==> config.mk <==
export PLATFORM = sky130hd
export DESIGN_NAME = issue_stage
export DESIGN_NICKNAME = d
export VERILOG_FILES = /design/src/issue_pkg.sv /design/src/issue_if.sv /design/src/issue_cu.sv /design/src/issue_queue.sv /design/src/issue_regstat.sv /design/src/issue_stage.sv
export VERILOG_INCLUDE_DIRS = /design/src
export SDC_FILE = /design/constraint.sdc
export NUM_CORES = 1
export LEC_CHECK = 0
export ABC_AREA = 0
export BUFFER_PORTS_ARGS = -buffer_cell sky130_fd_sc_hd__buf_2
export CORE_MARGIN = 2
export CORE_UTILIZATION = 48
export CTS_BUF_LIST = sky130_fd_sc_hd__clkbuf_4 sky130_fd_sc_hd__clkbuf_8
export DETAILED_ROUTE_END_ITERATION = 8
export HOLD_SLACK_MARGIN = 0.02
export PLACE_DENSITY = 0.68
export SETUP_SLACK_MARGIN = 0.4
export SLEW_MARGIN = 20
export SYNTH_ARGS = -nofsm -noshare
export SYNTH_HDL_FRONTEND = slang
export SYNTH_SLANG_ARGS = --single-unit
==> constraint.sdc <==
create_clock -name clk_i -period 4.5 [get_ports clk_i]
set_input_delay 0.9 -clock clk_i [delete_from_list [all_inputs] [get_ports clk_i]]
set_output_delay 0.9 -clock clk_i [all_outputs]
set_load 0.03 [all_outputs]
==> src/issue_cfg.svh <==
// ------------------
// build-time sizes of the issue stage
// include in any file that needs a queue depth,
// a register count or a counter width
// ------------------
`ifndef ISSUE_CFG_SVH
`define ISSUE_CFG_SVH

// instruction queue entries, a power of two, 2 or more
`define ISSUE_IQ_DEPTH 4

// integer register file size
`define ISSUE_NREGS 32

// bits per pending-write counter (saturates at all ones)
`define ISSUE_CNT_W 2

`endif

==> src/issue_pkg.sv <==
// ------------------
// types shared by the issue stage blocks
// issue classes, the instruction word with its two field views, opcodes
// pull in with a wildcard import in the module header
// ------------------
package issue_pkg;

  localparam int unsigned WORD_W    = 32;
  localparam int unsigned REG_IDX_W = 5;
  localparam int unsigned OPCODE_W  = 7;
  localparam int unsigned FUNCT3_W  = 3;
  localparam int unsigned FUNCT7_W  = 7;
  localparam int unsigned IMM_I_W   = 12;  // also the zero fill below a u-immediate

  typedef logic [WORD_W-1:0]    word_t;
  typedef logic [REG_IDX_W-1:0] reg_idx_t;
  typedef logic [OPCODE_W-1:0]  opcode_t;

  // operation class seen by the control unit
  typedef enum logic [3:0] {
    ISSUE_TYPE_NONE,    // all-zero word
    ISSUE_TYPE_INT,
    ISSUE_TYPE_LUI,
    ISSUE_TYPE_STORE,
    ISSUE_TYPE_BRANCH,
    ISSUE_TYPE_JUMP,
    ISSUE_TYPE_CSR,
    ISSUE_TYPE_STALL,   // fence and friends
    ISSUE_TYPE_EXCEPT   // illegal or fetch fault
  } issue_type_t;

  typedef struct packed {
    logic [FUNCT7_W-1:0] funct7;
    reg_idx_t            rs2;
    reg_idx_t            rs1;
    logic [FUNCT3_W-1:0] funct3;
    reg_idx_t            rd;
    opcode_t             opcode;
  } instr_r_t;

  typedef struct packed {
    logic [IMM_I_W-1:0]  imm;     // top of the u-immediate too
    reg_idx_t            rs1;
    logic [FUNCT3_W-1:0] funct3;
    reg_idx_t            rd;
    opcode_t             opcode;
  } instr_iu_t;

  // one word, two decodes
  typedef union packed {
    instr_r_t  r;
    instr_iu_t iu;
  } instr_t;

  // major opcodes
  localparam opcode_t OPC_OP       = 7'b0110011;
  localparam opcode_t OPC_OP_IMM   = 7'b0010011;
  localparam opcode_t OPC_LUI      = 7'b0110111;
  localparam opcode_t OPC_STORE    = 7'b0100011;
  localparam opcode_t OPC_BRANCH   = 7'b1100011;
  localparam opcode_t OPC_JAL      = 7'b1101111;
  localparam opcode_t OPC_JALR     = 7'b1100111;
  localparam opcode_t OPC_SYSTEM   = 7'b1110011;
  localparam opcode_t OPC_MISC_MEM = 7'b0001111;

endpackage

==> src/issue_if.sv <==
// ------------------
// internal buses of the issue stage
// issue_if links the queue head to the control unit,
// regstat_if ties the register status table to both of them
// ------------------
`timescale 1ns/1ns

// queue <-> control unit
interface issue_if import issue_pkg::*; ();
  logic        iq_valid;     // queue not empty
  logic        iq_except;    // head carries a fetch fault
  issue_type_t iq_type;      // decoded head class
  logic        iq_ready;     // pop the head into the issue register
  logic        res_sel_rs1;  // csr result comes from rs1
  logic        q_flush;      // drop every queued word

  modport iq (
    output iq_valid, iq_except, iq_type,
    input  iq_ready, res_sel_rs1, q_flush
  );

  modport cu (
    input  iq_valid, iq_except, iq_type,
    output iq_ready, res_sel_rs1, q_flush
  );
endinterface

// register status lookup and update
interface regstat_if import issue_pkg::*; ();
  logic     alloc;      // one more write in flight for rd
  reg_idx_t rd;         // from the issue register
  reg_idx_t rs1;        // from the issue register
  logic     rs1_ready;  // no write pending on rs1

  modport rs (
    input  alloc, rd, rs1,
    output rs1_ready
  );

  modport cu (
    output alloc,
    input  rs1_ready
  );

  modport iq (
    output rd, rs1
  );
endinterface

==> src/issue_cu.sv <==
// ------------------
// issue control unit
// one FSM state per issue class, the popped word enters its state on
// the pop edge, valids toward execute and commit are Mealy on the readies
// special events by age: commit flush, mispredict, fetch fault
// ------------------
`timescale 1ns/1ns

module issue_cu import issue_pkg::*; (
  input  logic  clk_i,
  input  logic  rst_n_i,
  input  logic  flush_i,
  input  logic  ex_mis_i,
  input  logic  ex_ready_i,
  input  logic  comm_ready_i,
  input  logic  comm_resume_i,
  output logic  ex_valid_o,
  output logic  comm_valid_o,
  output logic  comm_jb_o,
  output logic  comm_fetch_except_o,
  output logic  comm_res_valid_o,
  output logic  mis_flush_o,
  issue_if.cu   iq,
  regstat_if.cu rs
);
  typedef enum logic [3:0] {
    S_RESET,
    S_IDLE,
    S_NONE,
    S_INT,
    S_LUI,
    S_STORE,
    S_BRANCH,
    S_JUMP,
    S_CSR_WAIT,      // rs1 still has writes in flight
    S_CSR,
    S_EXCEPT,        // illegal opcode
    S_FETCH_EXCEPT,
    S_FLUSH,         // one cycle after a mispredict
    S_STALL          // until commit resumes
  } state_t;

  state_t state_q, next_state, v_next, e_next;
  logic   both_ready;
  logic   xfer;       // issue port transfer this cycle
  logic   pop;
  logic   event_req;

  assign both_ready = ex_ready_i & comm_ready_i;
  assign pop        = iq.iq_valid & iq.iq_ready;

  always_comb begin
    case (state_q)
      S_INT, S_STORE, S_BRANCH, S_JUMP:               xfer = both_ready;
      S_NONE, S_LUI, S_CSR, S_EXCEPT, S_FETCH_EXCEPT: xfer = comm_ready_i;
      default:                                        xfer = 1'b0;
    endcase
  end

  // ------------------
  // next state on a popped word
  // ------------------
  always_comb begin
    case (iq.iq_type)
      ISSUE_TYPE_NONE:   v_next = S_NONE;
      ISSUE_TYPE_INT:    v_next = S_INT;
      ISSUE_TYPE_LUI:    v_next = S_LUI;
      ISSUE_TYPE_STORE:  v_next = S_STORE;
      ISSUE_TYPE_BRANCH: v_next = S_BRANCH;
      ISSUE_TYPE_JUMP:   v_next = S_JUMP;
      ISSUE_TYPE_CSR:    v_next = S_CSR_WAIT;
      ISSUE_TYPE_STALL:  v_next = S_STALL;
      default:           v_next = S_EXCEPT;
    endcase
  end

  // special events, oldest first
  assign event_req = flush_i | ex_mis_i | (pop & iq.iq_except);

  always_comb begin
    if (flush_i) e_next = S_IDLE;
    else if (ex_mis_i) e_next = S_FLUSH;
    else e_next = S_FETCH_EXCEPT;
  end

  always_comb begin
    next_state = state_q;  // hold by default
    case (state_q)
      S_RESET: next_state = S_IDLE;
      S_IDLE: begin
        if (pop) next_state = v_next;
      end
      S_NONE, S_INT, S_LUI, S_STORE, S_BRANCH, S_JUMP: begin
        if (pop) next_state = v_next;         // back to back issue
        else if (xfer) next_state = S_IDLE;
      end
      S_CSR_WAIT: begin
        if (rs.rs1_ready) next_state = S_CSR;
      end
      S_CSR, S_EXCEPT, S_FETCH_EXCEPT: begin
        if (xfer) next_state = S_STALL;       // no speculation past these
      end
      S_FLUSH: next_state = S_STALL;
      S_STALL: begin
        if (pop) next_state = v_next;
        else if (comm_resume_i) next_state = S_IDLE;
      end
      default: next_state = S_RESET;
    endcase
  end

  always_ff @(posedge clk_i or negedge rst_n_i) begin
    if (!rst_n_i) state_q <= S_RESET;
    else if (event_req) state_q <= e_next;
    else state_q <= next_state;
  end

  // ------------------
  // Mealy outputs
  // ------------------
  always_comb begin
    iq.iq_ready         = 1'b0;
    iq.res_sel_rs1      = 1'b0;
    rs.alloc            = 1'b0;
    ex_valid_o          = 1'b0;
    comm_valid_o        = 1'b0;
    comm_jb_o           = 1'b0;
    comm_fetch_except_o = 1'b0;
    comm_res_valid_o    = 1'b0;
    mis_flush_o         = 1'b0;
    case (state_q)
      S_IDLE: iq.iq_ready = 1'b1;
      S_NONE, S_LUI: begin
        comm_valid_o     = 1'b1;  // held until commit takes it
        comm_res_valid_o = 1'b1;
        iq.iq_ready      = xfer;
        rs.alloc         = xfer & (state_q == S_LUI);
      end
      S_INT, S_STORE, S_BRANCH, S_JUMP: begin
        ex_valid_o   = xfer;      // both sides or neither
        comm_valid_o = xfer;
        iq.iq_ready  = xfer;
        rs.alloc     = xfer & (state_q inside {S_INT, S_JUMP});
        comm_jb_o    = xfer & (state_q inside {S_BRANCH, S_JUMP});
      end
      S_CSR: begin
        comm_valid_o     = 1'b1;
        comm_res_valid_o = 1'b1;
        iq.res_sel_rs1   = 1'b1;
        rs.alloc         = xfer;
      end
      S_EXCEPT: comm_valid_o = 1'b1;
      S_FETCH_EXCEPT: begin
        comm_valid_o        = 1'b1;
        comm_fetch_except_o = 1'b1;
      end
      S_FLUSH: mis_flush_o = 1'b1;
      S_STALL: iq.iq_ready = comm_resume_i;
      default: ;
    endcase
  end

  // queue drops its contents on either flush
  assign iq.q_flush = flush_i | (state_q == S_FLUSH);

endmodule

==> src/issue_queue.sv <==
// ------------------
// instruction FIFO with head decode and the issue register
// the control unit pops the head through iq_ready, the popped word
// then feeds execute, the register status lookup and the result mux
// ------------------
`timescale 1ns/1ns
`include "issue_cfg.svh"

module issue_queue import issue_pkg::*; (
  input  logic   clk_i,
  input  logic   rst_n_i,
  input  logic   in_valid_i,
  output logic   in_ready_o,
  input  instr_t in_instr_i,
  input  logic   in_except_i,
  input  word_t  rs1_value_i,
  output instr_t ex_instr_o,
  output word_t  comm_res_o,
  issue_if.iq    iq,
  regstat_if.iq  rs
);
  localparam int unsigned DEPTH = `ISSUE_IQ_DEPTH;
  localparam int unsigned PTR_W = $clog2(DEPTH);

  instr_t           mem_instr [DEPTH];  // payload, no reset
  logic [DEPTH-1:0] mem_except;
  logic [PTR_W-1:0] wr_ptr, rd_ptr;
  logic [PTR_W:0]   count;
  logic             push, pop;
  instr_t           head;
  logic             head_except;
  issue_type_t      head_type;
  instr_t           ir_instr;           // issue register
  logic             ir_lui;

  // ------------------
  // circular buffer
  // ------------------
  assign in_ready_o = (count != (PTR_W+1)'(DEPTH));  // low only when full
  assign push       = in_valid_i & in_ready_o;
  assign pop        = iq.iq_valid & iq.iq_ready;

  always_ff @(posedge clk_i) begin
    if (push) begin
      mem_instr[wr_ptr]  <= in_instr_i;
      mem_except[wr_ptr] <= in_except_i;
    end
  end

  always_ff @(posedge clk_i or negedge rst_n_i) begin
    if (!rst_n_i) begin
      wr_ptr <= '0;
      rd_ptr <= '0;
      count  <= '0;
    end else if (iq.q_flush) begin
      rd_ptr <= wr_ptr;          // empty, but keep a word pushed this cycle
      wr_ptr <= wr_ptr + PTR_W'(push);
      count  <= (PTR_W+1)'(push);
    end else begin
      if (push) wr_ptr <= wr_ptr + 1'b1;  // wraps, depth is a power of two
      if (pop) rd_ptr <= rd_ptr + 1'b1;
      case ({push, pop})
        2'b10:   count <= count + 1'b1;
        2'b01:   count <= count - 1'b1;
        default: ;
      endcase
    end
  end

  // ------------------
  // head decode
  // ------------------
  assign head        = mem_instr[rd_ptr];
  assign head_except = iq.iq_valid & mem_except[rd_ptr];

  always_comb begin
    case (head.r.opcode)
      OPC_OP, OPC_OP_IMM: head_type = ISSUE_TYPE_INT;
      OPC_LUI:            head_type = ISSUE_TYPE_LUI;
      OPC_STORE:          head_type = ISSUE_TYPE_STORE;
      OPC_BRANCH:         head_type = ISSUE_TYPE_BRANCH;
      OPC_JAL, OPC_JALR:  head_type = ISSUE_TYPE_JUMP;
      OPC_SYSTEM:         head_type = ISSUE_TYPE_CSR;
      OPC_MISC_MEM:       head_type = ISSUE_TYPE_STALL;
      default:            head_type = ISSUE_TYPE_EXCEPT;  // illegal opcode
    endcase
    if (head == '0) head_type = ISSUE_TYPE_NONE;
    if (head_except) head_type = ISSUE_TYPE_EXCEPT;  // fetch fault wins
  end

  assign iq.iq_valid  = (count != '0);
  assign iq.iq_except = head_except;
  assign iq.iq_type   = head_type;

  // ------------------
  // issue register and result select
  // ------------------
  always_ff @(posedge clk_i) begin
    if (pop) ir_instr <= head;
  end

  always_ff @(posedge clk_i or negedge rst_n_i) begin
    if (!rst_n_i) ir_lui <= 1'b0;
    else if (pop) ir_lui <= (head_type == ISSUE_TYPE_LUI);
  end

  assign ex_instr_o = ir_instr;
  assign rs.rd      = ir_instr.r.rd;
  assign rs.rs1     = ir_instr.r.rs1;

  // lui gets its u-immediate through the i/u view
  always_comb begin
    if (ir_lui) begin
      comm_res_o = {ir_instr.iu.imm, ir_instr.iu.rs1, ir_instr.iu.funct3, {IMM_I_W{1'b0}}};
    end else if (iq.res_sel_rs1) begin
      comm_res_o = rs1_value_i;  // csr reads rs1
    end else begin
      comm_res_o = '0;
    end
  end

endmodule

==> src/issue_regstat.sv <==
// ------------------
// integer register status, one pending-write counter per register
// alloc from the control unit counts up for rd, commit write-back
// counts down, rs1_ready tells whether rs1 can be read
// ------------------
`timescale 1ns/1ns
`include "issue_cfg.svh"

module issue_regstat import issue_pkg::*; (
  input  logic     clk_i,
  input  logic     rst_n_i,
  input  logic     comm_wb_valid_i,
  input  reg_idx_t comm_wb_rd_i,
  regstat_if.rs    rs
);
  localparam int unsigned NREGS = `ISSUE_NREGS;
  localparam int unsigned CNT_W = `ISSUE_CNT_W;
  localparam logic [CNT_W-1:0] CNT_MAX = '1;

  logic [NREGS-1:0] cnt_zero;  // no write in flight, per register

  assign cnt_zero[0] = 1'b1;  // x0 never waits

  // ------------------
  // counters for x1 and up
  // ------------------
  for (genvar r = 1; r < NREGS; r++) begin : g_cnt
    logic [CNT_W-1:0] cnt_q;
    logic             inc, dec;

    assign inc = rs.alloc & (rs.rd == reg_idx_t'(r));
    assign dec = comm_wb_valid_i & (comm_wb_rd_i == reg_idx_t'(r));

    always_ff @(posedge clk_i or negedge rst_n_i) begin
      if (!rst_n_i) begin
        cnt_q <= '0;
      end else if (inc && !dec && cnt_q != CNT_MAX) begin
        cnt_q <= cnt_q + 1'b1;  // saturate at all ones
      end else if (dec && !inc && cnt_q != '0) begin
        cnt_q <= cnt_q - 1'b1;
      end
      // inc and dec together leave the count alone
    end

    assign cnt_zero[r] = (cnt_q == '0);
  end

  // operand lookup for the issue register
  assign rs.rs1_ready = cnt_zero[rs.rs1];

endmodule

==> src/issue_stage.sv <==
// ------------------
// issue stage top level
// queue, register status table and control unit behind plain
// valid/ready ports toward fetch, execute and commit
// ------------------
`timescale 1ns/1ns

module issue_stage import issue_pkg::*; (
  input  logic     clk_i,
  input  logic     rst_n_i,
  // fetch side
  input  logic     in_valid_i,
  output logic     in_ready_o,
  input  instr_t   in_instr_i,
  input  logic     in_except_i,
  // execute side
  output logic     ex_valid_o,
  input  logic     ex_ready_i,
  output instr_t   ex_instr_o,
  input  logic     ex_mis_i,
  // commit side
  output logic     comm_valid_o,
  input  logic     comm_ready_i,
  output logic     comm_jb_o,
  output logic     comm_fetch_except_o,
  output logic     comm_res_valid_o,
  output word_t    comm_res_o,
  input  logic     comm_resume_i,
  input  logic     comm_wb_valid_i,
  input  reg_idx_t comm_wb_rd_i,
  input  logic     flush_i,
  // operand and fetch redirect
  input  word_t    rs1_value_i,
  output logic     mis_flush_o
);
  issue_if   iq_bus ();
  regstat_if rs_bus ();

  issue_queue u_queue (
    .clk_i       (clk_i),
    .rst_n_i     (rst_n_i),
    .in_valid_i  (in_valid_i),
    .in_ready_o  (in_ready_o),
    .in_instr_i  (in_instr_i),
    .in_except_i (in_except_i),
    .rs1_value_i (rs1_value_i),
    .ex_instr_o  (ex_instr_o),
    .comm_res_o  (comm_res_o),
    .iq          (iq_bus.iq),
    .rs          (rs_bus.iq)
  );

  issue_regstat u_regstat (
    .clk_i           (clk_i),
    .rst_n_i         (rst_n_i),
    .comm_wb_valid_i (comm_wb_valid_i),
    .comm_wb_rd_i    (comm_wb_rd_i),
    .rs              (rs_bus.rs)
  );

  // also owns the queue flush
  issue_cu u_cu (
    .clk_i               (clk_i),
    .rst_n_i             (rst_n_i),
    .flush_i             (flush_i),
    .ex_mis_i            (ex_mis_i),
    .ex_ready_i          (ex_ready_i),
    .comm_ready_i        (comm_ready_i),
    .comm_resume_i       (comm_resume_i),
    .ex_valid_o          (ex_valid_o),
    .comm_valid_o        (comm_valid_o),
    .comm_jb_o           (comm_jb_o),
    .comm_fetch_except_o (comm_fetch_except_o),
    .comm_res_valid_o    (comm_res_valid_o),
    .mis_flush_o         (mis_flush_o),
    .iq                  (iq_bus.cu),
    .rs                  (rs_bus.cu)
  );

endmodule

# --- Word level (Yosys, flattened, before mapping) ---
# Memories as Yosys holds them, arrays and structs flattened.
# Cells that the tools add are included.
# W data, S select, Z words.
totals:
  memories: 2
  ff_bits: 110
  out_inout_bits: 71
  in_bits: 79
  mem_bits_ro: 32
  mem_bits_rw: 128
  wordCells: 709
op_classes:
  muxes: 104
  magnitude_cmp: 4
  reduce_logical: 297
  n_eq_ne: 124
  bitwise: 73
  n_addsub: 67
memory_table:
  columns: ["memory", "words", "width", "rd", "rd_ports_with_merged_regs", "wr", "line", "source"]
  rows:
  - ["u_queue.mem_instr", 4, 32, 1, 0, 1, "issue_queue.sv:25", "instr_t mem_instr [DEPTH];"]
  - ["(name not given)", 8, 4, 1, 0, 0, "issue_cu.sv:64", "case (iq.iq_type)"]
ops:
  columns: ["op", "count"]
  rows:
  - ["$eq A5 B5 Y1 const B", 32]
  - ["$mux W2", 66]
  - ["$reduce_bool A2 Y1", 66]
  - ["$logic_and A1 B1 Y1", 125]
  - ["$eq A5 B4 Y1 const B", 16]
  - ["$and A1 B1 Y1", 70]
  - ["$add A2 B1 Y2 const B", 33]
  - ["$mux W32", 2]
  - ["$logic_not A1 Y1", 62]
  - ["$logic_not A2 Y1", 31]
  - ["$ne A2 B2 Y1 const B", 31]
  - ["$sub A2 B1 Y2 const B", 31]
  - ["$pmux W4 S7", 2]
  - ["$mux W4", 12]
  - ["$eq A5 B3 Y1 const B", 8]
  - ["$logic_not A32 Y1", 1]
  - ["$eq A7 B7 Y1 const B", 4]
  - ["$eq A4 B4 Y1 const B", 6]
  - ["$eq A7 B6 Y1 const B", 3]
  - ["$eq A5 B2 Y1 const B", 4]
  - ["$eq A4 B3 Y1 const B", 4]
  - ["$eq A4 B2 Y1 const B", 3]
  - ["$mux W1", 11]
  - ["$eq A5 B1 Y1 const B", 2]
  - ["33 further kinds", 44]

# --- Longest topological paths before layout ---
depth:
  ltp_word: 11
  ltp_mapped: 10
  depth_no_buf: 9

# --- Cells and area by module ---
# Synthesis repeated with hierarchy kept, for this count alone.
hier_totals:
  hier_cells: 944
  area_unflattened_um2: 11439.7
modules_own_cells:
  columns: ["module", "n_inst", "seq_area_each_um2", "cells_per_inst", "area_per_inst_um2"]
  rows:
  - ["issue_queue", 1, 5124.9, 344, 6774.0]
  - ["issue_regstat", 1, 1551.5, 503, 3926.3]
  - ["issue_cu", 1, 100.1, 97, 739.5]

# --- Least setup slack after synthesis ---
# OpenSTA, ideal clock, no wires.
synth_timing:
  kind: "in2reg"
  from: "input port comm_resume_i"
  to: "register u_queue.count[1]"
  required_time_ns: 4.374
  t_arrival_ns: 4.106
  setup_time_ns: 0.126
  path_buffers: 0
  path_stages: 7
  slack_ns: 0.268
  path_cell_list: "and3_1 o21ai_0 a21boi_1 ha_1 fa_1 mux2i_1 nor2_1"
synth_between:
  elab_chain_len: 5
  word_cells_on_any_way: 7
  classes_between: "eq/ne (2); mux (3); bitwise (1); reduce/logical (1)"
synth_lines:
  columns: ["element", "line", "source"]
  rows:
  - ["start, declared", "issue_stage.sv:28", "input logic comm_resume_i,"]
  - ["$pmux W1 S3 (*)", "issue_cu.sv:131", "case (state_q)"]
  - ["$and A1 B1 Y1 (*)", null, null]
  - ["net u_cu.pop", "issue_cu.sv:46", "logic pop;"]
  - ["$eq A2 B1 Y1 or $eq A2 B2 Y1 (tied branches)", "issue_queue.sv:62", "case ({push, pop})"]
  - ["$pmux W3 S2", "issue_queue.sv:62", null]
  - ["$mux W3", "issue_queue.sv:55", "end else if (iq.q_flush) begin"]
  - ["end signal, assigned", "issue_queue.sv:58", "count <= (PTR_W+1)'(push);"]
  - ["end signal, assigned", "issue_queue.sv:63", "2'b10: count <= count + 1'b1;"]
  - ["end signal, assigned", "issue_queue.sv:64", "2'b01: count <= count - 1'b1;"]
  - ["end, declared", "issue_queue.sv:28", "logic [PTR_W:0] count;"]
# The timed path passes the listed nets; every way through them passes the cells marked *.
# A chain may end at the register's enable or synchronous reset.

# --- Final worst setup path ---
layout_timing:
  from: "register u_cu.state_q[2]"
  to: "output port comm_res_o[25]"
layout_between:
  elab_chain_len: 4
layout_lines:
  columns: ["element", "line", "source"]
  rows:
  - ["start, declared", "issue_cu.sv:43", "state_t state_q, next_state, v_next, e_next;"]
  - ["start signal, assigned", "issue_cu.sv:114", "else if (event_req) state_q <= e_next;"]
  - ["start signal, assigned", "issue_cu.sv:115", "else state_q <= next_state;"]
  - ["$eq A4 B4 Y1", "issue_cu.sv:131", null]
  - ["$mux W1", "issue_cu.sv:131", null]
  - ["$mux W32", "issue_queue.sv:115", "end else if (iq.res_sel_rs1) begin"]
  - ["$mux W32", "issue_queue.sv:113", "if (ir_lui) begin"]
  - ["end, declared", "issue_stage.sv:27", "output word_t comm_res_o,"]
# Every way passes these cells.

==> flow_summary.json <==
{
  "status": "completed",
  "rr_startpoint": "u_cu.state_q[3]",
  "ys_seq_elements": 238,
  "synthDistinctLibCells": 66,
  "hold_viol": 0,
  "core-area_um2": 23300,
  "dieArea_um2": 24700,
  "tns_ns": 0,
  "wire_per_inst_um": 18.6,
  "yosysSeqAreaShare": 0.601,
  "post-route-util": 0.567,
  "die_x_um": 157,
  "clkSinkCount": 238,
  "startpoint_type": "flop",
  "post-cts-setup-buffers": 0,
  "rows": 56,
  "area_growth_pct": 17.0,
  "drt_iter0_drc": 676,
  "final_cell_mix": "edfxtp_1 (164), buf_2 (148), nor2_1 (123), nand2_1 (76), dfrtp_1 (73)",
  "layout_commonest_cell": "edfxtp_1",
  "r2r_setup_slack_ns": 1.45,
  "grtUsageTotal": 0.225,
  "syn-num-nets": 1025,
  "die_y_um": 157,
  "clockBufferDepth": 3,
  "criticalPathCategory": "flop to output pin",
  "htree_levels": 2,
  "drc": 0,
  "postSynthCellCount": 943,
  "powerDensity_nw_per_um2": 639,
  "rsz0062_at_grt": "false",
  "power_switching_mw": 3.24,
  "synth_area_um2": 11300,
  "setup_viol": 0,
  "cts_buffers": 41,
  "wl_um": 27100,
  "fin_skew_ns": 0.0363,
  "combPwrFrac": 0.346,
  "ir_drop_v": 0.000401,
  "io_buffers": 149,
  "overflow": 0,
  "cts_tree": "done",
  "worstPathRequired_ns": 3.60,
  "via_count": 8238,
  "drtPass1Iterations": 5,
  "drv_cap": 0,
  "p_int_mw": 5.19,
  "cts-hold-fix-buffers": 0,
  "root_buffer": "clkbuf_8",
  "slew_violations": 0,
  "hold_class": "input pin to async pin",
  "cts_resized": 0,
  "p_leak_nw": 4.99,
  "seq_power_share": 0.422,
  "crit_fanout": 15,
  "grt_pass1_vias": 8127,
  "period_share": 0.742,
  "design_area_um2": 13200,
  "grt_antenna_before_repair": 2,
  "ant_nets": 0,
  "grt_pass1_wl_um": 43000,
  "yosys_most_used_dff": "edfxtp_1",
  "critPathLaunch": "u_cu.state_q[2]",
  "grt_max_degree": 75,
  "ys_warn_count": 0,
  "tightest_slew_ns": 0.984,
  "place.gp.congestion": 0.872,
  "max_slew_margin": 0.344,
  "dpl_cell_area_um2": 12400,
  "arrival_ns": 2.44,
  "dp_hpwl_um": 18700,
  "ios": 150,
  "layout_min_cycle_time_ns": 3.34,
  "async_flop_share": 0.311,
  "fin_nets": 1188,
  "end_kind": "output pin",
  "r2r_cells": 7,
  "clkTransAtPathRegs_ns": 0.07,
  "clkPwrFrac": 0.232,
  "drive_above_1_share": 0.253,
  "synth_edf_count": 164,
  "r2r-end": "u_regstat.g_cnt[11].cnt_q[0]",
  "swShare": 0.384,
  "clk_latency_ns": 0.57,
  "postSynthAreaPerCell_um2": 12.0,
  "viasPerCell": 5.65,
  "start_util": 0.485,
  "fmax_mhz": 299
}
[sequential cells by signal (all words and copies together) (netlist names)]
register               flops
u_queue.ex_instr_o        32
u_queue.wr_ptr             2
u_queue.mem_except         4
u_queue.mem_instr        128
u_queue.ir_lui             1
u_regstat.g_cnt.cnt_q     62
u_queue.count              3
u_cu.state_q               4
u_queue.rd_ptr             2
[how the worst max path moves through the flow]
stage | end | slack, ns | cells after the start
floorplan | u_queue.mem_except[2] | 0.49 | 2
global placement | u_cu.state_q[3] | 1.35 | 8
detailed placement | u_cu.state_q[3] | 1.32 | 8
CTS | comm_res_o[25] | 1.15 | 6
global route | comm_res_o[25] | 1.02 | 6
finish | comm_res_o[25] | 1.16 | 6
[synthesized netlist by cell type, types with 7 or more instances]
master    number  share of area
a21oi_1       50          0.022
nor4_1        17         0.0094
dfrtp_1       74           0.16
mux2_2        11          0.011
o311ai_0      11         0.0085
nor2b_1       10         0.0055
nand3_1       23          0.010
and3_1         7         0.0039
nor2_1       123          0.041
or3_1         17         0.0094
clkbuf_1      30          0.010
nand2b_1      19          0.011
nand2_1       76          0.025
or4_1          8         0.0053
or2_2          8         0.0044
and2_1        21          0.012
edfxtp_1     164           0.44
nor3_1        19         0.0084
o31ai_1        8         0.0053
inv_1         24         0.0080
a21boi_0       9         0.0060
o21ai_0       48          0.021
o21bai_1       9         0.0060
mux4_2        34          0.068
a22o_1        20          0.016
[worst max-delay path, cell delays in order, from the launching register on]
cell and delay [ns]:
dfrtp_1 0.52, inv_1 0.27, nand2_1 0.16, nor4_2 0.24
buf_4 0.29, a22o_1 0.18, buf_2 0.20
[cells by family after synthesis]
family	count (synthesis)	share of synthesized area
AO/OA/AOI/OAI	215	0.127
flip-flops	238	0.601
AND/OR/NAND/NOR	369	0.159
adder cells (fa/ha/maj)	3	0.00399
multiplexers	47	0.0807
buffers and inverters	65	0.0233
XOR/XNOR	6	0.00466
[final cells by class]
type | instances | area, um^2
multi-input cells | 640 | 4270
diodes | 1 | 2.50
clock inverters | 22 | 154
flip-flops and latches | 238 | 6780
well taps | 319 | 399
fillers | 2043 | 10100
repair buffers | 161 | 838
inverters | 24 | 90.1
clock buffers | 52 | 659
[layer usage]
layer | global-route usage | vias up | share of wire
li1 | - | 3924 | -
met5 | 0 | - | 0.00048
met4 | 0.0939 | 2 | 0.033
met3 | 0.0465 | 64 | 0.072
met1 | 0.293 | 3946 | 0.41
met2 | 0.369 | 302 | 0.48
[power groups by stage]
stage	Combinational (mW)	Clock, mW	Sequential [mW]
4_1_cts	2.92	2.01	3.56
5_1_grt	3.16	2.09	3.63
3_3_place_gp	2.87	0	3.59
2_1_floorplan	2.06	0	3.51
6_report	2.92	1.95	3.56
3_5_place_dp	2.92	0	3.59
[through the flow]
step           worst slack (ns)  total power, mW  hold slack, ns  cells
2_1_floorplan             0.494             5.57           0.455    943
3_3_place_gp               1.35             6.46           0.490   1382
3_5_place_dp               1.32             6.50           0.495   1382
4_1_cts                    1.15             8.49           0.504   1456
5_1_grt                    1.02             8.88           0.521   1456
6_report                   1.16             8.43           0.503   1457
Note: power is estimated with default switching activity, not from simulation.
